===== src/rvfi_monitor_pkg.sv =====
package rvfi_monitor_pkg;

    typedef logic [31:0] xlen_t;      // pc, data and address values
    typedef logic [31:0] insn_t;
    typedef logic [63:0] order_t;
    typedef logic [4:0]  reg_addr_t;
    typedef logic [3:0]  mem_mask_t;  // one bit per byte lane
    typedef logic [63:0] cycle_t;

    // one retirement as seen on the RVFI port, plus its cycle stamp
    typedef struct packed {
        order_t    order;
        insn_t     insn;
        logic      trap;
        logic      halt;
        logic      intr;
        reg_addr_t rs1_addr;
        reg_addr_t rs2_addr;
        reg_addr_t rd_addr;
        xlen_t     rs1_rdata;
        xlen_t     rs2_rdata;
        xlen_t     rd_wdata;
        xlen_t     pc_rdata;
        xlen_t     pc_wdata;
        xlen_t     mem_addr;
        mem_mask_t mem_rmask;
        mem_mask_t mem_wmask;
        xlen_t     mem_rdata;
        xlen_t     mem_wdata;
        cycle_t    cycle;
    } rvfi_trace_t;

    typedef enum logic [1:0] {
        chk_idle,    // nothing retired since reset
        chk_run,     // previous record held for comparison
        chk_halted   // a halt has retired
    } chk_state_t;

    typedef enum logic [2:0] {
        stat_retired,
        stat_traps,
        stat_loads,
        stat_stores,
        stat_jumps,
        stat_cycles,
        stat_errors
    } stat_sel_t;

endpackage


===== src/rvfi_retire_if.sv =====
interface rvfi_retire_if import rvfi_monitor_pkg::*; ();

    // one record per cycle with valid high; the core is never stalled,
    // so there is no ready in the other direction

    logic        valid;  // single-cycle strobe
    rvfi_trace_t trace;  // only meaningful while valid is high
    logic        first;  // set on the first record after reset

    modport src (
        output valid,
        output trace,
        output first
    );

    modport snk (
        input valid,
        input trace,
        input first
    );

endinterface


===== src/rvfi_capture.sv =====
module rvfi_capture import rvfi_monitor_pkg::*; (
    input  logic       rvfi_ext_clk,
    input  logic       rvfi_ext_reset_n,

    input  logic       rvfi_valid,
    input  order_t     rvfi_order,
    input  insn_t      rvfi_insn,
    input  logic       rvfi_trap,
    input  logic       rvfi_halt,
    input  logic       rvfi_intr,
    input  reg_addr_t  rvfi_rs1_addr,
    input  reg_addr_t  rvfi_rs2_addr,
    input  xlen_t      rvfi_rs1_rdata,
    input  xlen_t      rvfi_rs2_rdata,
    input  reg_addr_t  rvfi_rd_addr,
    input  xlen_t      rvfi_rd_wdata,
    input  xlen_t      rvfi_pc_rdata,
    input  xlen_t      rvfi_pc_wdata,
    input  xlen_t      rvfi_mem_addr,
    input  mem_mask_t  rvfi_mem_rmask,
    input  mem_mask_t  rvfi_mem_wmask,
    input  xlen_t      rvfi_mem_rdata,
    input  xlen_t      rvfi_mem_wdata,

    rvfi_retire_if.src retire
);

    cycle_t cycle_counter;
    logic   seen;           // a record has been captured since reset

    always_ff @(posedge rvfi_ext_clk or negedge rvfi_ext_reset_n) begin
        if (!rvfi_ext_reset_n) begin
            cycle_counter <= '0;
            seen          <= 1'b0;
            retire.valid  <= 1'b0;
            retire.first  <= 1'b0;
        end else begin
            cycle_counter <= cycle_counter + 64'd1;
            retire.valid  <= rvfi_valid;
            if (rvfi_valid) begin
                retire.first <= !seen;
                seen         <= 1'b1;
            end
        end
    end

    always_ff @(posedge rvfi_ext_clk) begin
        if (rvfi_valid) begin
            retire.trace <= '{
                order:     rvfi_order,
                insn:      rvfi_insn,
                trap:      rvfi_trap,
                halt:      rvfi_halt,
                intr:      rvfi_intr,
                rs1_addr:  rvfi_rs1_addr,
                rs2_addr:  rvfi_rs2_addr,
                rd_addr:   rvfi_rd_addr,
                rs1_rdata: rvfi_rs1_rdata,
                rs2_rdata: rvfi_rs2_rdata,
                rd_wdata:  rvfi_rd_wdata,
                pc_rdata:  rvfi_pc_rdata,
                pc_wdata:  rvfi_pc_wdata,
                mem_addr:  rvfi_mem_addr,
                mem_rmask: rvfi_mem_rmask,
                mem_wmask: rvfi_mem_wmask,
                mem_rdata: rvfi_mem_rdata,
                mem_wdata: rvfi_mem_wdata,
                cycle:     cycle_counter
            };
        end
    end

endmodule


===== src/rvfi_checker.sv =====
module rvfi_checker import rvfi_monitor_pkg::*; (
    input  logic       rvfi_ext_clk,
    input  logic       rvfi_ext_reset_n,

    rvfi_retire_if.snk retire,

    output logic [3:0] err_flags,   // [0] order, [1] pc, [2] x0, [3] mask
    output cycle_t     err_count,
    output logic       halted
);

    chk_state_t  state;
    logic [31:0] prev_order;        // low half of the order is enough to see a skip
    xlen_t       prev_pc;
    logic        has_prev;
    logic [3:0]  rec_err;

    // legal masks are none, a single byte, an aligned halfword or the whole word
    function automatic logic mask_ok(input mem_mask_t mask);
        case (mask)
            4'b0000, 4'b0001, 4'b0010, 4'b0100, 4'b1000,
            4'b0011, 4'b1100, 4'b1111: return 1'b1;
            default:                   return 1'b0;
        endcase
    endfunction

    assign has_prev = (state == chk_run) && !retire.first;
    assign halted   = (state == chk_halted);

    // ##########################################################
    // per-record checks
    // ##########################################################

    always_comb begin
        rec_err = '0;
        if (retire.valid) begin
            rec_err[0] = halted ||
                         (has_prev && (retire.trace.order[31:0] != prev_order + 32'd1));
            rec_err[1] = has_prev && !retire.trace.intr &&
                         (retire.trace.pc_rdata != prev_pc);
            rec_err[2] = (retire.trace.rd_addr == '0) && (retire.trace.rd_wdata != '0);
            rec_err[3] = !mask_ok(retire.trace.mem_rmask) ||
                         !mask_ok(retire.trace.mem_wmask);
        end
    end

    // ##########################################################
    // state and sticky error flags
    // ##########################################################

    always_ff @(posedge rvfi_ext_clk or negedge rvfi_ext_reset_n) begin
        if (!rvfi_ext_reset_n) begin
            state     <= chk_idle;
            err_flags <= '0;
            err_count <= '0;
        end else if (retire.valid) begin
            err_flags <= err_flags | rec_err;
            if (|rec_err) begin
                err_count <= err_count + 64'd1;  // one count per bad record
            end
            case (state)
                chk_idle,
                chk_run:    state <= retire.trace.halt ? chk_halted : chk_run;
                default:    state <= chk_halted;
            endcase
        end
    end

    always_ff @(posedge rvfi_ext_clk) begin
        if (retire.valid) begin
            prev_order <= retire.trace.order[31:0];
            prev_pc    <= retire.trace.pc_wdata;
        end
    end

endmodule


===== src/rvfi_profiler.sv =====
module rvfi_profiler import rvfi_monitor_pkg::*; #(
    parameter int STAT_WIDTH = 32
) (
    input  logic                  rvfi_ext_clk,
    input  logic                  rvfi_ext_reset_n,

    rvfi_retire_if.snk            retire,

    output logic [STAT_WIDTH-1:0] cnt_retired,
    output logic [STAT_WIDTH-1:0] cnt_traps,
    output logic [STAT_WIDTH-1:0] cnt_loads,
    output logic [STAT_WIDTH-1:0] cnt_stores,
    output logic [STAT_WIDTH-1:0] cnt_jumps,
    output logic [STAT_WIDTH-1:0] cnt_cycles
);

    typedef logic [STAT_WIDTH-1:0] stat_t;

    logic is_load;
    logic is_store;
    logic is_jump;

    // counters stick at all ones instead of wrapping
    function automatic stat_t sat_inc(input stat_t value, input logic en);
        if (en && !(&value)) begin
            return value + 1'b1;
        end
        return value;
    endfunction

    assign is_load  = retire.valid && (retire.trace.mem_rmask != '0);
    assign is_store = retire.valid && (retire.trace.mem_wmask != '0);
    assign is_jump  = retire.valid &&
                      (retire.trace.pc_wdata != retire.trace.pc_rdata + 32'd4);

    // ##########################################################
    // category counters
    // ##########################################################

    always_ff @(posedge rvfi_ext_clk or negedge rvfi_ext_reset_n) begin
        if (!rvfi_ext_reset_n) begin
            cnt_retired <= '0;
            cnt_traps   <= '0;
            cnt_loads   <= '0;
            cnt_stores  <= '0;
            cnt_jumps   <= '0;
            cnt_cycles  <= '0;
        end else begin
            cnt_cycles  <= sat_inc(cnt_cycles, 1'b1);
            cnt_retired <= sat_inc(cnt_retired, retire.valid);
            cnt_traps   <= sat_inc(cnt_traps, retire.valid && retire.trace.trap);
            cnt_loads   <= sat_inc(cnt_loads, is_load);
            cnt_stores  <= sat_inc(cnt_stores, is_store);
            cnt_jumps   <= sat_inc(cnt_jumps, is_jump);  // taken branches count too
        end
    end

endmodule


===== src/rvfi_report.sv =====
module rvfi_report import rvfi_monitor_pkg::*; #(
    parameter int STAT_WIDTH = 32
) (
    input  logic                  rvfi_ext_clk,
    input  logic                  rvfi_ext_reset_n,

    input  stat_sel_t             stat_sel,

    input  logic [STAT_WIDTH-1:0] cnt_retired,
    input  logic [STAT_WIDTH-1:0] cnt_traps,
    input  logic [STAT_WIDTH-1:0] cnt_loads,
    input  logic [STAT_WIDTH-1:0] cnt_stores,
    input  logic [STAT_WIDTH-1:0] cnt_jumps,
    input  logic [STAT_WIDTH-1:0] cnt_cycles,
    input  cycle_t                err_count,
    input  logic [3:0]            err_flags_in,

    output logic [STAT_WIDTH-1:0] stat_value,
    output logic [3:0]            err_flags,
    output logic                  err_any
);

    logic [STAT_WIDTH-1:0] stat_next;

    always_comb begin
        case (stat_sel)
            stat_retired: stat_next = cnt_retired;
            stat_traps:   stat_next = cnt_traps;
            stat_loads:   stat_next = cnt_loads;
            stat_stores:  stat_next = cnt_stores;
            stat_jumps:   stat_next = cnt_jumps;
            stat_cycles:  stat_next = cnt_cycles;
            stat_errors:  stat_next = err_count[STAT_WIDTH-1:0];  // low bits only
            default:      stat_next = '0;
        endcase
    end

    always_ff @(posedge rvfi_ext_clk or negedge rvfi_ext_reset_n) begin
        if (!rvfi_ext_reset_n) begin
            stat_value <= '0;
            err_flags  <= '0;
            err_any    <= 1'b0;
        end else begin
            stat_value <= stat_next;
            err_flags  <= err_flags_in;
            err_any    <= |err_flags_in;  // stays in step with err_flags
        end
    end

endmodule


===== src/rvfi_ext_monitor.sv =====
module rvfi_ext_monitor import rvfi_monitor_pkg::*; #(
    parameter int STAT_WIDTH = 32
) (
    input  logic                  rvfi_ext_clk,
    input  logic                  rvfi_ext_reset_n,

    input  logic                  rvfi_valid,
    input  order_t                rvfi_order,
    input  insn_t                 rvfi_insn,
    input  logic                  rvfi_trap,
    input  logic                  rvfi_halt,
    input  logic                  rvfi_intr,
    input  logic [1:0]            rvfi_mode,  // accepted, not monitored
    input  logic [1:0]            rvfi_ixl,   // accepted, not monitored
    input  reg_addr_t             rvfi_rs1_addr,
    input  reg_addr_t             rvfi_rs2_addr,
    input  xlen_t                 rvfi_rs1_rdata,
    input  xlen_t                 rvfi_rs2_rdata,
    input  reg_addr_t             rvfi_rd_addr,
    input  xlen_t                 rvfi_rd_wdata,
    input  xlen_t                 rvfi_pc_rdata,
    input  xlen_t                 rvfi_pc_wdata,
    input  xlen_t                 rvfi_mem_addr,
    input  mem_mask_t             rvfi_mem_rmask,
    input  mem_mask_t             rvfi_mem_wmask,
    input  xlen_t                 rvfi_mem_rdata,
    input  xlen_t                 rvfi_mem_wdata,

    input  stat_sel_t             stat_sel,
    output logic [STAT_WIDTH-1:0] stat_value,
    output logic [3:0]            err_flags,
    output logic                  err_any,
    output logic                  halted
);

    logic [3:0]            chk_err_flags;
    cycle_t                err_count;
    logic [STAT_WIDTH-1:0] cnt_retired;
    logic [STAT_WIDTH-1:0] cnt_traps;
    logic [STAT_WIDTH-1:0] cnt_loads;
    logic [STAT_WIDTH-1:0] cnt_stores;
    logic [STAT_WIDTH-1:0] cnt_jumps;
    logic [STAT_WIDTH-1:0] cnt_cycles;

    rvfi_retire_if u_retire_if ();

    // ##########################################################
    // capture, then check and profile side by side
    // ##########################################################

    rvfi_capture u_capture (
        .rvfi_ext_clk, .rvfi_ext_reset_n,
        .rvfi_valid, .rvfi_order, .rvfi_insn, .rvfi_trap, .rvfi_halt, .rvfi_intr,
        .rvfi_rs1_addr, .rvfi_rs2_addr, .rvfi_rs1_rdata, .rvfi_rs2_rdata,
        .rvfi_rd_addr, .rvfi_rd_wdata, .rvfi_pc_rdata, .rvfi_pc_wdata,
        .rvfi_mem_addr, .rvfi_mem_rmask, .rvfi_mem_wmask,
        .rvfi_mem_rdata, .rvfi_mem_wdata,
        .retire (u_retire_if.src)
    );

    rvfi_checker u_checker (
        .rvfi_ext_clk, .rvfi_ext_reset_n,
        .retire    (u_retire_if.snk),
        .err_flags (chk_err_flags),
        .err_count (err_count),
        .halted    (halted)
    );

    rvfi_profiler #(.STAT_WIDTH(STAT_WIDTH)) u_profiler (
        .rvfi_ext_clk, .rvfi_ext_reset_n,
        .retire (u_retire_if.snk),
        .cnt_retired, .cnt_traps, .cnt_loads, .cnt_stores, .cnt_jumps, .cnt_cycles
    );

    rvfi_report #(.STAT_WIDTH(STAT_WIDTH)) u_report (
        .rvfi_ext_clk, .rvfi_ext_reset_n,
        .stat_sel,
        .cnt_retired, .cnt_traps, .cnt_loads, .cnt_stores, .cnt_jumps, .cnt_cycles,
        .err_count,
        .err_flags_in (chk_err_flags),
        .stat_value, .err_flags, .err_any
    );

endmodule


===== config.mk =====
export PLATFORM = sky130hd
export DESIGN_NAME = rvfi_ext_monitor
export DESIGN_NICKNAME = d
export VERILOG_FILES = /design/src/rvfi_monitor_pkg.sv /design/src/rvfi_retire_if.sv /design/src/rvfi_capture.sv /design/src/rvfi_checker.sv /design/src/rvfi_profiler.sv /design/src/rvfi_report.sv /design/src/rvfi_ext_monitor.sv
export SDC_FILE = /design/constraint.sdc
export NUM_CORES = 1
export LEC_CHECK = 0
export BUFFER_PORTS_ARGS = -buffer_cell sky130_fd_sc_hd__buf_4
export CAP_MARGIN = 20
export CORE_MARGIN = 3
export CORE_UTILIZATION = 45
export CTS_CLUSTER_DIAMETER = 60
export DETAILED_ROUTE_END_ITERATION = 7
export PLACE_DENSITY_LB_ADDON = 0.3
export SLEW_MARGIN = 20
export SYNTH_ARGS = -nofsm -noshare
export SYNTH_HDL_FRONTEND = slang
export SYNTH_SLANG_ARGS = --single-unit

===== constraint.sdc =====
create_clock -name rvfi_ext_clk -period 6.05 [get_ports rvfi_ext_clk]
set_clock_uncertainty 0.2 [all_clocks]
set_input_delay 0.9075 -clock rvfi_ext_clk [delete_from_list [all_inputs] [get_ports rvfi_ext_clk]]
set_output_delay 0.9075 -clock rvfi_ext_clk [all_outputs]
set_load 0.005 [all_outputs]

==> out/results.ini <==
[logic_synthesis]
synthArstFlopShare = 0.563
avgSynthCellArea_um2 = 11.9
synth_nets = 2277
synth_ff_type = dfrtp_1
ys_types = 76
synth_area_um2 = 22300
yosysSeqAreaShare = 0.584
synth_warnings = 0
synth-seq-cells = 480
syn_inst = 1878
synth-edff-count = 208

[clock_tree]
clk_latency_ns = 0.61
post_cts_buffers = 0
numCtsBuffers = 50
cts_tree = built
cts_sinks = 480
clk_pin_slew_ns = 0.06
cts_resized = 0
htree_levels = 2
cts_buffer_depth = 3
hold_buffers = 0
cts_root_buf = clkbuf_16

[status]
outcome = finished, final reports clean

[routing]
wl_met3_um = 3710
drtPass1Iterations = 7
wl_met1_um = 23600
wl_per_cell_um = 19.6
drc = 0
num_vias = 15500
drt_iter0_drc = 1205
routed_via_density = 5.62
wl_met2_um = 25400
highest_layer = met5
wl_um = 54100
drtAntennaViolNets = 0

[sta]
tns_ns = 0
fin_crit_ns = 4.07
slew_viol_final = 0
max_freq_mhz = 245
slew_headroom = 0.274
final-hold-violation-count = 0
finalSetupViolations = 0
final.period_utilization = 0.674
worst_pin_slew_ns = 1.07
grt_setup_unrepaired = false

[final_layout]
regArea_um2 = 13000
final_cell_mix = 269 x dfrtp_1, 208 x edfxtp_1, 194 x buf_4, 172 x xnor2_1, 154 x xor2_1
fin_nets = 2464
layout_commonest_cell = dfrtp_1
fill_cells = 4110
drive_above_1_share = 0.156
area_growth_pct = 17.1
post-route-util = 0.541
diodes = 0
multi_input_area_um2 = 8940

[die]
die_h_um = 229
core_area_um2 = 48300
pin_count = 426
dieArea_um2 = 52300
start_util = 0.462
rows = 80
die_w_um = 229

[global_route]
grt_max_degree = 137
grtUsageTotal = 0.206
grt_antenna_before_repair = 5
grt_pass1_vias = 15400
overflow = 0
grt_pass1_wl_um = 85400

[worst_setup_path]
crit_path_max_fanout = 31
critPathLaunchType = flop
required_ns = 6.33
endpoint_kind = flop
path_class = flop to flop
cp.arrival_ns = 4.36

[pwr]
powerDensity_nw_per_um2 = 305
leakage_nw = 10.8
vdd_drop_max_uv = 263

[place]
io_buffers = 187
place_congestion = 0.911
hpwlAfterDp_um = 39200

[job]
max_cap_violations = 0

[hold_path]
hold_class = input port to async pin

critical path, cell delays in order (launching register included):
cell and delay, ns:
edfxtp_1 0.54, ha_1 0.48, and2_1 0.37, and3_1 0.21
a31oi_1 0.07, or4_1 0.57, or4_4 0.55, nor4_4 0.21
buf_4 0.34, nor2_2 0.11, mux2_4 0.30
routing by layer:
| layer | vias up | global-route usage |
|---|---|---|
| li1 | 7252 | - |
| met1 | 7686 | 0.285 |
| met2 | 493 | 0.330 |
| met3 | 85 | 0.0386 |
| met4 | 2 | 0.0643 |
| met5 | - | 0 |
logic make-up (layout without fill, tap and decap cells):
group / after synthesis / after routing / share of synthesized area
compound gates: 176 / 176 / 0.0529
xor+xnor: 326 / 326 / 0.128
fa+ha+maj: 12 / 12 / 0.00661
buf+inv: 89 / 317 / 0.0159
flops: 480 / 480 / 0.584
mux: 83 / 83 / 0.0447
simple gates: 712 / 712 / 0.168
synth_stat cells, drive strengths merged (11+ instances only):
cell type  count  area, µm²
xor2         154       1350
mux4          11        248
clkbuf        47        179
buf           16       78.8
o21ai         36        180
nand2        133        499
and2          14       87.6
and3          49        307
mux2i         51        510
nand4         78        488
nand3        116        581
inv           26       97.6
nor3          47        235
nor2b         11       68.8
xnor2        172       1510
a221o         12        120
edfxtp       208       6250
nor4          51        347
mux2          21        240
nor2         133        502
and4          18        160
a22oi         16        120
ha            11        138
a21oi         52        260
dfrtp        270       6760
final cells by class:
class / instances / share of cell area
multi-input cells: 1309 / 0.342
flip-flops and latches: 480 / 0.499
repair buffers: 198 / 0.0585
clock inverters: 23 / 0.0114
well taps: 656 / 0.0314
inverters: 26 / 0.00373
clock buffers: 70 / 0.0538
flip-flops by register name, indices dropped and copies added, names as in the netlist, 32 cells and up, named ones only:
signal                  count
u_capture.retire.trace    144
u_checker.err_count        32
u_checker.prev_order       32
u_checker.prev_pc          32
u_profiler.cnt_cycles      32
u_profiler.cnt_jumps       32
u_profiler.cnt_loads       32
u_profiler.cnt_retired     32
u_profiler.cnt_stores      32
u_profiler.cnt_traps       32
u_report.stat_value        32
report_power, final:
group,switching (mW),internal (mW),leakage [nW]
clock network,1.30,1.86,0.816
registers,0.306,3.70,5.68
logic,0.430,0.389,4.32
total,2.04,5.95,10.8
final timing paths:
kind / to / depth (start not counted) / startpoint / slack, ns
setup / recovery: u_profiler.cnt_jumps[1]$_DFFE_PN0P_ / 10 / u_capture.retire.trace[202]$_DFFE_PP_ / 1.98
hold / removal: u_profiler.cnt_traps[24]$_DFFE_PN0P_ / 1 / rvfi_ext_reset_n / 0.04
hold reg to reg: u_report.err_flags[1]$_DFF_PN0_ / 0 / u_checker.err_flags[1]$_DFFE_PN0P_ / 0.20
setup reg to reg: u_profiler.cnt_jumps[1]$_DFFE_PN0P_ / 10 / u_capture.retire.trace[202]$_DFFE_PP_ / 1.98
max in group asynchronous: u_profiler.cnt_jumps[10]$_DFFE_PN0P_ / 2 / rvfi_ext_reset_n / 4.48
min in group rvfi_ext_clk: u_report.err_flags[1]$_DFF_PN0_ / 0 / u_checker.err_flags[1]$_DFFE_PN0P_ / 0.20
through the flow:
stage | cells | total power [mW] | instance area [µm²] | hold slack [ns] | setup slack [ns]
finish | 2762 | 7.98 | 26100 | 0.0369 | 1.98
global route | 2762 | 8.33 | 26100 | 0.0606 | 1.66
CTS | 2761 | 8.07 | 26100 | 0.200 | 1.60
detailed placement | 2668 | 4.88 | 24400 | 0.184 | 1.64
global placement | 2668 | 4.85 | 24400 | 0.189 | 1.64
floorplan | 1878 | 4.48 | 22300 | 0.159 | 2.28
Power figures use the tool's default switching activity.
